===== config.mk =====
export PLATFORM = sky130hd
export DESIGN_NAME = x1_core_top
export DESIGN_NICKNAME = d
export VERILOG_FILES = /design/src/rtl/x1_pkg.sv /design/src/rtl/x1_clock_gen.sv /design/src/rtl/x1_core_top.sv /design/src/rtl/x1_spi_port.sv
export SDC_FILE = /design/constraint.sdc
export NUM_CORES = 1
export LEC_CHECK = 0
export BUFFER_PORTS_ARGS = -buffer_cell sky130_fd_sc_hd__buf_4
export CORE_ASPECT_RATIO = 0.7
export CORE_MARGIN = 2
export CORE_UTILIZATION = 53
export DETAILED_ROUTE_END_ITERATION = 8
export PLACE_DENSITY = 0.81
export SETUP_SLACK_MARGIN = 0.3
export SYNTH_ARGS = -nofsm -noshare
export SYNTH_HDL_FRONTEND = slang
export SYNTH_SLANG_ARGS = --single-unit

===== constraint.sdc =====
create_clock -name clk32M -period 3.9 [get_ports clk32M]
set_input_delay 0.39 -clock clk32M [delete_from_list [all_inputs] [get_ports clk32M]]
set_output_delay 0.39 -clock clk32M [all_outputs]
set_load 0.01 [all_outputs]

===== src/rtl/x1_pkg.sv =====
// shared constants for the x1 clock front end and card port, widths assume an 8-bit z80-style bus

package x1_pkg;

  // --------------------------------------------------
  // processor bus
  // --------------------------------------------------
  localparam int addr_w = 16;             // io address width
  localparam int data_w = 8;              // io data width

  // idle value on the read bus, wired-and style pull-up
  localparam logic [data_w-1:0] busfree = 8'hff;

  // --------------------------------------------------
  // prescaler
  // --------------------------------------------------
  // phases compared against the low 3 bits of the phase counter
  localparam logic [2:0] clk_rise_phase = 3'd6;   // rise strobe on the next cycle
  localparam logic [2:0] clk_fall_phase = 3'd2;   // fall strobe, 4 cycles after rise

  // stretch counter width, hold is 2**reset_hold_w cycles
  localparam int reset_hold_w = 4;

  // --------------------------------------------------
  // memory card port
  // --------------------------------------------------
  localparam int spi_cnt_w = 4;           // bit count from addr[3:0]

  // port base, only bits 15..7 take part in the decode
  localparam logic [addr_w-1:0] spi_io_base = 16'h0e80;

endpackage : x1_pkg


===== src/rtl/x1_clock_gen.sv =====
// 32 MHz in, cpu clock is a level with 1-cycle strobes, not a real clock; ipl_n must be synchronous

`timescale 1ns/1ps

module x1_clock_gen
(
  input  logic clk32M,        // 32 MHz master clock
  input  logic clk_reset,     // board reset, async active high
  input  logic ipl_n,         // ipl key, low = pressed
  output logic sys_reset,     // stretched system reset
  output logic cpu_clk,       // 4 MHz cpu clock level
  output logic cpu_clk_rise,  // 1-cycle strobe before cpu_clk goes high
  output logic cpu_clk_fall,  // 1-cycle strobe before cpu_clk goes low
  output logic clk2m          // 2 MHz level for the sound timer
);

  logic [3:0] div_cnt;        // free running divider
  logic [3:0] phase_cnt;      // cpu phase counter, restarts on rise strobe
  logic [x1_pkg::reset_hold_w-1:0] hold_cnt;
  logic       reset_hold;     // stretched part of sys_reset

  // --------------------------------------------------
  // free running divider
  // --------------------------------------------------
  always_ff @(posedge clk32M or posedge clk_reset)
  begin
    if (clk_reset)
      div_cnt <= '0;
    else
      div_cnt <= div_cnt + 4'd1;
  end

  assign clk2m = div_cnt[3];  // toggles every 8 cycles

  // --------------------------------------------------
  // cpu clock strobes
  // --------------------------------------------------
  // phase counter sits at 7 while the rise strobe is high, wraps to 0
  // on the next edge, so one cpu period is exactly 8 cycles
  always_ff @(posedge clk32M or posedge clk_reset)
  begin
    if (clk_reset)
    begin
      phase_cnt    <= '0;
      cpu_clk_rise <= 1'b0;
      cpu_clk_fall <= 1'b0;
      cpu_clk      <= 1'b0;
    end
    else
    begin
      if (cpu_clk_rise)
        phase_cnt <= '0;                   // restart period
      else
        phase_cnt <= phase_cnt + 4'd1;
      cpu_clk_rise <= (phase_cnt[2:0] == x1_pkg::clk_rise_phase);
      cpu_clk_fall <= (phase_cnt[2:0] == x1_pkg::clk_fall_phase);
      // level follows the strobes one cycle later
      if (cpu_clk_rise)
        cpu_clk <= 1'b1;
      else if (cpu_clk_fall)
        cpu_clk <= 1'b0;
    end
  end

  // --------------------------------------------------
  // reset stretcher
  // --------------------------------------------------
  always_ff @(posedge clk32M or posedge clk_reset)
  begin
    if (clk_reset)
    begin
      hold_cnt   <= '0;
      reset_hold <= 1'b1;
    end
    else if (reset_hold)
    begin
      hold_cnt <= hold_cnt + 1'b1;         // saturates, stops once released
      if (&hold_cnt)
        reset_hold <= 1'b0;                // released on the 16th edge
    end
  end

  // ipl key forces reset without waiting for a clock
  assign sys_reset = reset_hold | ~ipl_n;

endmodule : x1_clock_gen


===== src/rtl/x1_core_top.sv =====
// clock front end plus card port only, io strobes come from outside as active high levels

`timescale 1ns/1ps

module x1_core_top
#(
  parameter logic [x1_pkg::addr_w-1:0] spi_base = x1_pkg::spi_io_base  // card port window
)
(
  // clock and reset
  input  logic                      clk32M,        // 32 MHz master clock
  input  logic                      clk_reset,     // board reset, async active high
  input  logic                      ipl_n,         // ipl key
  output logic                      sys_reset,     // stretched reset
  output logic                      cpu_clk,       // 4 MHz level
  output logic                      cpu_clk_rise,  // rise strobe
  output logic                      cpu_clk_fall,  // fall strobe
  output logic                      clk2m,         // 2 MHz level

  // io bus
  input  logic [x1_pkg::addr_w-1:0] io_addr,
  input  logic [x1_pkg::data_w-1:0] io_wdata,
  input  logic                      io_req,
  input  logic                      io_rd,
  input  logic                      io_wr,
  output logic [x1_pkg::data_w-1:0] io_rdata,

  // memory card pins
  output logic                      mmc_clk,
  output logic                      mmc_cs_n,
  output logic                      mmc_dout,
  input  logic                      mmc_din
);

  // --------------------------------------------------
  // clock and reset front end
  // --------------------------------------------------
  x1_clock_gen clock_gen_i
  (
    .clk32M       (clk32M),
    .clk_reset    (clk_reset),
    .ipl_n        (ipl_n),
    .sys_reset    (sys_reset),
    .cpu_clk      (cpu_clk),
    .cpu_clk_rise (cpu_clk_rise),
    .cpu_clk_fall (cpu_clk_fall),
    .clk2m        (clk2m)
  );

  // --------------------------------------------------
  // memory card port, held in reset with the system
  // --------------------------------------------------
  x1_spi_port #(.io_base(spi_base)) spi_port_i
  (
    .clk32M    (clk32M),
    .sys_reset (sys_reset),   // stretched reset, also covers ipl key
    .io_addr   (io_addr),
    .io_wdata  (io_wdata),
    .io_req    (io_req),
    .io_rd     (io_rd),
    .io_wr     (io_wr),
    .io_rdata  (io_rdata),
    .mmc_clk   (mmc_clk),
    .mmc_cs_n  (mmc_cs_n),
    .mmc_dout  (mmc_dout),
    .mmc_din   (mmc_din)
  );

endmodule : x1_core_top


===== src/rtl/x1_spi_port.sv =====
// bit-serial card port, lsb first receive, the write strobe is a level so no shift happens while held

`timescale 1ns/1ps

module x1_spi_port
#(
  parameter logic [x1_pkg::addr_w-1:0] io_base = x1_pkg::spi_io_base  // 128-address window
)
(
  input  logic                      clk32M,     // 32 MHz master clock
  input  logic                      sys_reset,  // async active high
  input  logic [x1_pkg::addr_w-1:0] io_addr,    // io address
  input  logic [x1_pkg::data_w-1:0] io_wdata,   // io write data
  input  logic                      io_req,     // io cycle active
  input  logic                      io_rd,      // read level
  input  logic                      io_wr,      // write level
  output logic [x1_pkg::data_w-1:0] io_rdata,   // read data, busfree when idle
  output logic                      mmc_clk,    // card clock
  output logic                      mmc_cs_n,   // card select, low active
  output logic                      mmc_dout,   // card data in (mosi)
  input  logic                      mmc_din     // card data out (miso)
);

  logic                         port_hit;   // addr[15:7] decode
  logic                         port_wr;    // write to the port, held level
  logic                         port_rd;    // read from the port
  logic                         spi_sel;    // stored card select
  logic [x1_pkg::spi_cnt_w-1:0] spi_cnt;    // bits left to move
  logic [x1_pkg::data_w-1:0]    spi_sreg;   // shift register
  logic                         spi_din;    // gated receive bit
  logic                         spi_busy;   // transfer in progress

  // --------------------------------------------------
  // io decode
  // --------------------------------------------------
  assign port_hit = (io_addr[x1_pkg::addr_w-1:7] == io_base[x1_pkg::addr_w-1:7]);
  assign port_wr  = io_req & io_wr & port_hit;
  assign port_rd  = io_req & io_rd & port_hit;

  // address layout of a write
  //   [3:0] bit count
  //   [4]   unused here, was the config rom select
  //   [5]   card select
  //   [6]   1 = keep shift register, 0 = load io_wdata

  // only the selected card may feed the shifter
  assign spi_din  = spi_sel & mmc_din;
  assign spi_busy = (spi_cnt != '0);

  // --------------------------------------------------
  // shift engine
  // --------------------------------------------------
  always_ff @(posedge clk32M or posedge sys_reset)
  begin
    if (sys_reset)
    begin
      mmc_clk  <= 1'b0;
      mmc_dout <= 1'b0;
      spi_sel  <= 1'b0;
      spi_cnt  <= '0;
      spi_sreg <= '0;
    end
    else
    begin
      // mosi follows bus data bit 0 while the clock is low
      if (!mmc_clk)
        mmc_dout <= io_wdata[0];

      if (port_wr)
      begin
        spi_cnt <= io_addr[x1_pkg::spi_cnt_w-1:0];   // reload every cycle of the write
        spi_sel <= io_addr[5];
        if (!io_addr[6])
          spi_sreg <= io_wdata;                      // tx byte
      end
      else if (spi_busy)
      begin
        mmc_clk <= ~mmc_clk;                         // two cycles per bit
        if (!mmc_clk)
          spi_sreg <= {spi_din, spi_sreg[x1_pkg::data_w-1:1]};  // rising, lsb first in
        else
          spi_cnt <= spi_cnt - 1'b1;                 // falling, bit done
      end
    end
  end

  // --------------------------------------------------
  // card pins and read data
  // --------------------------------------------------
  assign mmc_cs_n = ~spi_sel;

  // read returns the shifter in the same cycle
  always_comb
  begin
    if (port_rd)
      io_rdata = spi_sreg;
    else
      io_rdata = x1_pkg::busfree;
  end

endmodule : x1_spi_port


* Yosys cells after proc, flatten, opt, wreduce, memory -nomap -nowiden
Cells that the tools add are included.
** Cells by class
- Add/subtract/negate cells :: 4
- Equality and inequality tests :: 5
- Mux-type cells :: 13
- Bitwise operators :: 10
- Reductions and logical operators :: 8
** Operator list (number)
- 8-bit two-way mux :: 5
- 4-bit two-way mux :: 4
- 4-bit by 1-bit adder with 4-bit output, second input constant :: 3
- 9-bit by 5-bit == test with 1-bit output, second input constant :: 1
- 2-bit nonzero test :: 3
- 1-bit bitwise AND :: 5
- 1-bit two-way mux :: 4
- 2-bit != test, second input constant :: 2
- 1-bit inverter :: 4
- 2-bit AND reduction :: 2
- 4-bit AND reduction :: 1
- 4-bit nonzero test :: 1
- 4-bit by 1-bit subtractor with 4-bit output, second input constant :: 1
- 3-bit by 2-bit == test with 1-bit output, second input constant :: 1
- 3-bit == test, second input constant :: 1
- 3-bit AND reduction :: 1
- 1-bit bitwise OR :: 1
** Storage, ports and cells
- Register bits :: 31
- Input bits :: 31
- Output and inout port bits :: 16
- Word-level logic and storage cells :: 52

* Depth between registers and ports, before layout
Gate-level depths: netlist of the first run.
- Word-level depth :: 4
- Mapped depth :: 6
- Mapped depth without buffers :: 6

* Modules after synthesis
From an unflattened synthesis of the first run, not the netlist that was laid out.
** Unflattened totals
- Cells, all modules :: 123
- Area total of the unflattened synthesis :: 1435.1 um^2
** Modules (own cells, without submodules)
- x1_spi_port :: times used 1, cells each 81, area each 863.3 um^2, seq. area each 375.4 um^2
- x1_clock_gen :: times used 1, cells each 42, area each 571.8 um^2, seq. area each 376.6 um^2

* Least setup slack after synthesis of the first run
Ideal clock, no wire load.
- Path kind :: input to output
- From :: input ipl_n
- To :: output sys_reset
- Data arrival time :: 1.387 ns
- Data required time :: 3.510 ns
- Slack :: 2.123 ns
- Stages on the path :: 2
- Buffers on the path :: 0
- Cells stage by stage :: nor2b_1 -> inv_1
** On the way
- Word-level cells in the longest chain between the ends :: 2
** Ends and longest elaborated chain
- from (decl) :: line x1_core_top.sv:13 : input logic ipl_n,
- 1-bit inverter :: line x1_clock_gen.sv:84 : assign sys_reset = reset_hold | ~ipl_n;
- 1-bit bitwise OR :: line x1_clock_gen.sv:84
- to (decl) :: line x1_core_top.sv:14 : output logic sys_reset,
No other way between the ends.

* Worst setup path in the final report of the first run
- From :: input io_addr[8] (netlist name)
- To :: output io_rdata[6] (netlist name)
** On the way
- Word-level cells in the longest chain between the ends :: 3
** Ends and longest elaborated chain
- from (decl) :: line x1_core_top.sv:21 : input logic [x1_pkg::addr_w-1:0] io_addr,
- 9-bit by 5-bit == test with 1-bit output :: line x1_spi_port.sv:36 : assign port_hit = (io_addr[x1_pkg::addr_w-1:7] == io_base[x1_pkg::addr_w-1:7]);
- 1-bit bitwise AND :: line x1_spi_port.sv:38 : assign port_rd = io_req & io_rd & port_hit;
- 8-bit two-way mux :: line x1_spi_port.sv:95 : if (port_rd)
- to (decl) :: line x1_core_top.sv:26 : output logic [x1_pkg::data_w-1:0] io_rdata,
No other way between the ends.

==> summary.txt, run 1 <==
Drt
  • Number of remaining DRC errors: 0
  • Starting DRC count in detailed routing: 94
  • Post-DR vias/cell: between 5 and 6
  • Mean routed wirelength per cell: 15.1 um
  • Number of nets with antenna violations after detailed routing: 0
  • Via Count: approximately 1100
  • Final routed wirelength across all metal layers: 3.18 mm
  • Router iterations before antenna repair: 6

Power
  • Sw Ratio: 29.5%
  • Clock share of power: 29.0%
  • Seq pwr share: between 40% and 50%
  • Total net switching power: between 300 and 400 uW
  • Part of the total power dissipated in combinational logic: just under 30%
  • Pint: 738 uW
  • Areal power density over the cells: 545 mW/mm^2
  • Leakage: 0.937 nW
  • Peak supply drop: ~0.0004 V
  • Final Total Pwr: 1.05 mW

CTS
  • TritonCTS clock tree: built
  • CTS Sinks: 30
  • Clock buffer count from CTS: 5
  • Clk pin slew, worst setup/hold paths: 0.06 ns
  • CTS resizes: 0
  • CTS hold repair buffers: 0
  • Clock latency reported for the late side of the worst-skew pair: roughly 0.28 ns
  • CTS root buffer: sky130_fd_sc_hd__clkbuf_8
  • H-tree depth reported by CTS: 2
  • Number of buffers on the longest clock path: 2
  • Count of buffers added by post-CTS timing repair for setup: 0

Critical path
  • Worst Setup End Kind: primary output
  • Type of the worst setup path: in -> out
  • CP max FO: 8
  • Reg2reg path depth: 6
  • Worst reg2reg path startpoint: spi_port_i.spi_cnt[0]$_DFFE_PP0P_
  • FF-to-FF setup slack: about 2.1 ns
  • Capture point of the worst reg-to-reg path: spi_port_i.spi_sreg[4]$_DFFE_PP0P_
  • Data required time of the worst path: roughly 3.5 ns
  • Critical path startpoint category: primary input
  • Data arrival time of the critical path: 1.69 ns

Floorplan
  • Area of the core: 0.00251 sq mm
  • Number of placement rows: 15
  • IO Pins: 47
  • Overall die width: 66.2 um
  • Overall die height: 47.5 um
  • Overall die area: 0.00314 sq mm
  • Effective utilization at floorplan: 57.0%

Logic synthesis
  • Share of Yosys cell area claimed by the top area cell type: 50.6%
  • List of most frequent post-synthesis cells: sky130_fd_sc_hd__dfrtp_1, sky130_fd_sc_hd__inv_1, sky130_fd_sc_hd__or2_2, sky130_fd_sc_hd__or3_1, sky130_fd_sc_hd__o221a_2
  • Post-synth cell types: 35
  • Number of enable flip-flop cells after synthesis: 0
  • Async S/R FF share, synth: 100%
  • Combinational family with the most area after synthesis: simple AND/OR/NAND/NOR gates
  • Fraction of the yosys area taken by sequential cells: 52.4%
  • Gate count of the mapped netlist: 123
  • Most common cell in the netlist: sky130_fd_sc_hd__dfrtp_1
  • Count of state elements after synthesis: 30
  • Cell types with the largest area share after synthesis: sky130_fd_sc_hd__dfrtp_1, sky130_fd_sc_hd__o221a_2, sky130_fd_sc_hd__ha_1
  • Cell accounting for the most synthesized area: sky130_fd_sc_hd__dfrtp_1
  • Number of warning messages in the yosys log: 0
  • Mean instance size in the synthesized netlist: 11.7 sq um
  • Top FF cell, synth: sky130_fd_sc_hd__dfrtp_1
  • Xor/xnor share of the synthesized area: 4.89%
  • Mux contribution to synthesized area: 3.05%
  • Post-synth design cell area: 0.00143 sq mm
  • Arithmetic-cell share of the synthesized area counting full adders, half adders and majority gates: under 10%
  • Post-Synth Simple-Gate Area: between 20% and 30%
  • Compound-gate portion of the synthesized area: between 10% and 20%
  • Syn Nets: 160

Worst hold path
  • Path class of the lowest-slack min-delay path: in -> async

Timing
  • Max-slew violations: 0
  • Unrepaired setup endpoints after global routing: no
  • FMAX: between 400 and 500 MHz
  • Final critical-path required period: 2.08 ns
  • Clock skew after layout: 0.00344 ns
  • Worst-margin pin slew: 0.569 ns
  • Least setup slack across all paths after layout: 1.82 ns
  • Final Cycle Share: about 53%
  • Max transition margin: approximately three fifths
  • Post-route setup TNS: 0 ns
  • Final number of hold-violating endpoints: 0
  • Setup Viol. Count Final: 0

Run
  • Max-cap violations: 0

Outcome
  • Run status: finished, final reports clean

Placed design
  • Placement-stage worst setup slack: 1.86 ns
  • DP Wirelength: around 2.2 mm
  • DP Cell Count: 202
  • Placer Congestion: 0.790
  • Quantity of I/O buffers inserted on ports: 45

Finish
  • Final std cells w/o fill: 210
  • Sequential cell area: around 750 sq um
  • Net count reported at finish: 212
  • Diode insertion count for antenna repair: 0
  • Final-layout fill cell count: approximately 180
  • Multi-input combinational cell area: 637 sq um
  • Fin util: 76.3%
  • Fraction of layout instances using a drive strength above 1: 44.9%
  • Synth-to-layout area growth: 33.9%

Global routing
  • Number of global-route vias before repair: 1120
  • Maximum number of pins on one net before global-route repair: 17
  • Global-route wire length before repair: ~5.1 mm
  • Total congestion overflow after global routing: 0
  • Antenna violations before repair: 0
  • Global router's overall resource usage: 23.0%
==> power by group through the flow <==
stage | logic (mW) | clock network [mW] | registers [mW]
6_report | 0.310 | 0.304 | 0.432
5_1_grt | 0.346 | 0.325 | 0.440
4_1_cts | 0.312 | 0.305 | 0.431
3_5_place_dp | 0.303 | 0 | 0.435
3_3_place_gp | 0.289 | 0 | 0.431
2_1_floorplan | 0.217 | 0 | 0.424
==> logic make-up (layout without fill, tap and decap cells) <==
family,Yosys count,count (layout)
AO/OA/AOI/OAI,18,18
AND/OR/NAND/NOR,47,47
flip-flops,30,30
multiplexers,4,4
buffers and inverters,10,63
adder cells (fa/ha/maj),6,6
XOR/XNOR,8,8
==> sequential cells by signal (all words and copies together) (netlist names), 3 cells and up <==
name and count:
spi_port_i.spi_cnt 4, clock_gen_i.phase_cnt 3, clock_gen_i.div_cnt 4, clock_gen_i.hold_cnt 4, spi_port_i.spi_sreg 8
==> worst max-delay path by stage <==
stage / cells after the start / end / slack [ns] / startpoint
after global routing: 6 / io_rdata[6] / 1.75 / io_addr[8]
after detailed placement: 6 / io_rdata[0] / 1.86 / io_addr[8]
after floorplan: 2 / sys_reset / 2.12 / ipl_n
after global placement: 6 / io_rdata[0] / 1.87 / io_addr[8]
after CTS: 6 / io_rdata[6] / 1.83 / io_addr[8]
final: 6 / io_rdata[6] / 1.82 / io_addr[8]
==> per-layer routing <==
metal  global-route usage (%)  vias up  share of wire (%)  wire [um]
li1                         -      541                  -          -
met1                     26.5      550                 42       1330
met2                     42.4       32                 52       1660
met5                        0        -                  0          0
met4                     8.57        0               0.79         25
met3                     6.59        5                5.2        165
==> layout by cell type (no fill, tap or decap), drive strengths merged, types with 2 or more instances in the layout <==
cell and instances:
mux2 3, nand4 3, nor2b 3, nand3 4, ha 6, nand2 6, xnor2 6, xor2 2
o221a 7, and2 2, dfrtp 29, inv 9, or3 8, a21oi 3, clkbuf 5, clkinv 2
buf 46, or2 8, o21ai 2, nor2 6
==> worst max-delay path, stage by stage <==
cell and delay [ns]:
sky130_fd_sc_hd__buf_4 0.10, sky130_fd_sc_hd__and4b_1 0.32, sky130_fd_sc_hd__and2_1 0.17, sky130_fd_sc_hd__nand3_1 0.21
sky130_fd_sc_hd__or2_2 0.36, sky130_fd_sc_hd__buf_4 0.15
==> area by class of cell <==
| type | count | area share [%] |
|---|---|---|
| Clock inverter | 3 | 2.09 |
| Tap cell | 34 | 2.22 |
| Clock buffer | 5 | 3.59 |
| Timing Repair Buffer | 46 | 18.0 |
| Multi-Input combinational cell | 83 | 33.2 |
| Sequential cell | 30 | 39.2 |
| Inverter | 9 | 1.76 |
==> stage by stage <==
| stage | hold slack [ns] | instance area (sq um) |
|---|---|---|
| floorplan | 0.291 | 1430 |
| global placement | 0.390 | 1810 |
| detailed placement | 0.391 | 1810 |
| CTS | 0.174 | 1920 |
| global route | 0.203 | 1920 |
| finish | 0.165 | 1920 |
Note: power is estimated with default switching activity, not from simulation.
==> run 2: changes to the inputs <==
--- a/config.mk
+++ b/config.mk
@@ -8,9 +8,9 @@
 export BUFFER_PORTS_ARGS = -buffer_cell sky130_fd_sc_hd__buf_4
 export CORE_ASPECT_RATIO = 0.7
 export CORE_MARGIN = 2
-export CORE_UTILIZATION = 53
+export CORE_UTILIZATION = 45
 export DETAILED_ROUTE_END_ITERATION = 8
-export PLACE_DENSITY = 0.81
+export PLACE_DENSITY = 0.73
 export SETUP_SLACK_MARGIN = 0.3
 export SYNTH_ARGS = -nofsm -noshare
 export SYNTH_HDL_FRONTEND = slang
==> constraint.sdc (replaced) <==
create_clock -name clk32M -period 1.7 [get_ports clk32M]
set_input_delay 0.17 -clock clk32M [delete_from_list [all_inputs] [get_ports clk32M]]
set_output_delay 0.17 -clock clk32M [all_outputs]
set_load 0.01 [all_outputs]
==> summary.txt, run 2 (same netlist as run 1, synthesis figures left out) <==
Finish
  • Net count reported at finish: 225 (was 212)
  • Diode insertion count for antenna repair: 0 (unchanged)
  • Commonest cells after routing, fill and taps aside: sky130_fd_sc_hd__buf_4, sky130_fd_sc_hd__dfrtp_1, sky130_fd_sc_hd__or3_1, sky130_fd_sc_hd__or2_4 (was sky130_fd_sc_hd__buf_4, sky130_fd_sc_hd__dfrtp_1, sky130_fd_sc_hd__inv_1, sky130_fd_sc_hd__or3_1, sky130_fd_sc_hd__or2_2)
  • Commonest non-fill, non-tap cell in the layout: sky130_fd_sc_hd__buf_4 (unchanged)
  • Post-route cell area: 0.00211 sq mm (was 0.00192 sq mm)
  • Top register by number of flip-flops: spi_port_i.spi_sreg (unchanged)
  • Flip-flop count of the largest register, all copies and words added: 8 (unchanged)
  • Fin util: 68.1% (was 76.3%)
  • Synth-to-layout area growth: 47.5% (was 33.9%)
  • Fraction of layout instances using a drive strength above 1: 51.3% (was 44.9%)

Critical path
  • Worst setup path endpoint: spi_port_i.spi_sreg[2]$_DFFE_PP0P_ (was io_rdata[6])
  • Launching instance or port of the critical path: spi_port_i.spi_cnt[1]$_DFFE_PP0P_ (was io_addr[8])
  • Critical path startpoint category: register (was primary input)
  • Largest delay share family, worst path: simple AND/OR/NAND/NOR gates (unchanged)
  • FF-to-FF setup slack: 0.09 ns (was 2.07 ns)
  • CP max FO: 8 (unchanged)
  • CP max-delay cell: sky130_fd_sc_hd__dfrtp_1 (was sky130_fd_sc_hd__or2_2)
  • Bufs and invs on worst path: 2 (unchanged)
  • Delay of the slowest critical-path stage: 0.37 ns (was 0.36 ns)
  • Data arrival time of the critical path: 1.78 ns (was 1.69 ns)
  • Reg2reg path depth: 7 (was 6)
  • Capture point of the worst reg-to-reg path: spi_port_i.spi_sreg[2]$_DFFE_PP0P_ (was spi_port_i.spi_sreg[4]$_DFFE_PP0P_)
  • Data required time of the worst path: 1.87 ns (was 3.51 ns)
  • Worst reg2reg path startpoint: spi_port_i.spi_cnt[1]$_DFFE_PP0P_ (was spi_port_i.spi_cnt[0]$_DFFE_PP0P_)
  • Worst Setup End Kind: register (was primary output)
  • Type of the worst setup path: reg -> reg (was in -> out)
  • CP cell instances: inv_2 -> ha_4 -> or3b_4 -> nand2b_4 -> buf_12 -> or3_1 -> o221a_2 (was buf_4 -> and4b_1 -> and2_1 -> nand3_1 -> or2_2 -> buf_4)
  • Depth of the critical timing path with buffers and inverters included: 7 (was 6)

Worst hold path
  • Path class of the lowest-slack min-delay path: in -> reg (was in -> async)

Floorplan
  • Overall die height: 51.2 um (was 47.5 um)
  • Effective utilization at floorplan: 46.2% (was 57.0%)
  • IO Pins: 47 (unchanged)
  • Overall die width: 71.5 um (was 66.2 um)
  • Overall die area: 0.00366 sq mm (was 0.00314 sq mm)
  • Number of placement rows: 17 (was 15)
  • Area of the core: 0.00311 sq mm (was 0.00251 sq mm)

Power
  • Areal power density over the cells: 1270 mW/mm^2 (was 545 mW/mm^2)
  • Peak supply drop: 0.000998 V (was 0.000400 V)
  • Leakage: 1.03 nW (was 0.937 nW)

Placed design
  • Quantity of I/O buffers inserted on ports: 45 (unchanged)
  • Post-DP Area: 0.00188 sq mm (was 0.00181 sq mm)
  • Placer Congestion: 0.865 (was 0.790)
  • DP Wirelength: 2.25 mm (about the same)

Timing
  • Max-slew violations: 0 (unchanged)
  • Final Cycle Share: 94.9%
  • Setup Viol. Count Final: 0 (unchanged)
  • Post-route setup TNS: 0 ns (unchanged)
  • FMAX: between 600 and 700 MHz
  • Clock skew after layout: 0.00558 ns (was 0.00344 ns)
  • Final critical-path required period: 1.61 ns
  • Worst-margin pin slew: 0.560 ns (was 0.569 ns)
  • Unrepaired setup endpoints after global routing: yes (was no)
  • Final number of hold-violating endpoints: 0 (unchanged)
  • Max transition margin: 62.6% (was 62.0%)

CTS
  • Number of buffers on the longest clock path: 2 (unchanged)
  • H-tree depth reported by CTS: 2 (unchanged)
  • Clock latency reported for the late side of the worst-skew pair: 0.28 ns (about the same)
  • TritonCTS clock tree: built (unchanged)
  • Clock buffer count from CTS: 5 (unchanged)
  • CTS Sinks: 30 (unchanged)
  • CTS root buffer: sky130_fd_sc_hd__clkbuf_8 (unchanged)
  • Clk pin slew, worst setup/hold paths: 0.06 ns (about the same)

Drt
  • Post-DR vias/cell: 5.06 (was 5.37)
  • Starting DRC count in detailed routing: 60 (was 94)
  • Number of remaining DRC errors: 0 (unchanged)
  • Via Count: 1149 (was 1128)
  • Router iterations before antenna repair: 4 (was 6)
  • Mean routed wirelength per cell: 13.9 um (was 15.1 um)
  • Final routed wirelength across all metal layers: 3.15 mm (was 3.18 mm)
  • Number of nets with antenna violations after detailed routing: 0 (unchanged)

Global routing
  • Global-route wire length before repair: 4.89 mm (was 5.11 mm)
  • Antenna violations before repair: 0 (unchanged)
  • Grt met3 use: 4.93% (was 6.59%)
  • Global-route track usage on met1: 24.4% (was 26.5%)
  • Total congestion overflow after global routing: 0 (unchanged)
  • Maximum number of pins on one net before global-route repair: 16 (was 17)
  • Global router's overall resource usage: 17.7% (was 23.0%)
  • Number of global-route vias before repair: 1092 (was 1120)
  • Layer carrying the most global-route usage: met2 (unchanged)
  • GRT met2 Usage: 27.5% (was 42.4%)

Outcome
  • Run status: finished, final reports clean (unchanged)

Run
  • Max-cap violations: 0 (unchanged)
run 2: metrics by stage:
stage | cells | setup WS [ns] | hold WS (ns) | power, mW
after global routing | 227 | 0.0495 | 0.110 | 2.83
after CTS | 225 | 0.112 | 0.0990 | 2.66
after global placement | 210 | 0.105 | 0.232 | 1.75
final | 227 | 0.0861 | 0.101 | 2.68
after detailed placement | 210 | 0.0613 | 0.261 | 1.81
after floorplan | 123 | 0.169 | 0.0708 | 1.55
run 2: layer usage:
layer,vias up,share of wire [%]
li1,564,-
met1,552,46
met5,-,0
met2,27,48
met3,6,4.3
met4,0,1.1
run 2: power by group:
group | switching [mW] | leakage [nW] | internal (mW)
logic | 0.382 | 0.612 | 0.573
clock network | 0.254 | 0.0585 | 0.477
registers | 0.125 | 0.356 | 0.871
run 2: how the worst min path moves through the flow:
stage	startpoint	end	slack [ns]	cells past startpoint
finish	io_addr[5]	spi_port_i.spi_sel$_DFFE_PP0P_	0.10	3
global route	io_addr[2]	spi_port_i.spi_cnt[2]$_DFFE_PP0P_	0.11	2
CTS	io_addr[5]	spi_port_i.spi_sel$_DFFE_PP0P_	0.1	3
detailed placement	clk_reset	clock_gen_i.div_cnt[0]$_DFF_PP0_	0.26	2
global placement	clk_reset	clock_gen_i.div_cnt[3]$_DFF_PP0_	0.23	2
floorplan	clk_reset	clock_gen_i.cpu_clk$_DFFE_PP0P_	0.07	1
run 2: timing repair:
| action | CTS | global route |
|---|---|---|
| hold buffers | 2 | 0 |
| resized for setup | 3 | 8 |
| setup endpoints to repair | 19 | 20 |
| buffers inserted | 5 | 2 |
| pin swaps | 2 | 0 |
| hold endpoints to repair | 29 | 0 |
run 2: worst min-delay path, cell delays in order:
cell and delay (ns):
sky130_fd_sc_hd__buf_4 0.08, sky130_fd_sc_hd__nand2_1 0.04, sky130_fd_sc_hd__o21ai_0 0.06
run 2: layout make-up:
type                    count  area [sq um]
fillers                   232           991
flip-flops and latches     30           752
multi-input cells          83           704
repair buffers             59           460
clock buffers               7          86.3
well taps                  38          47.5
inverters                   9          33.8
clock inverters             1          30.0
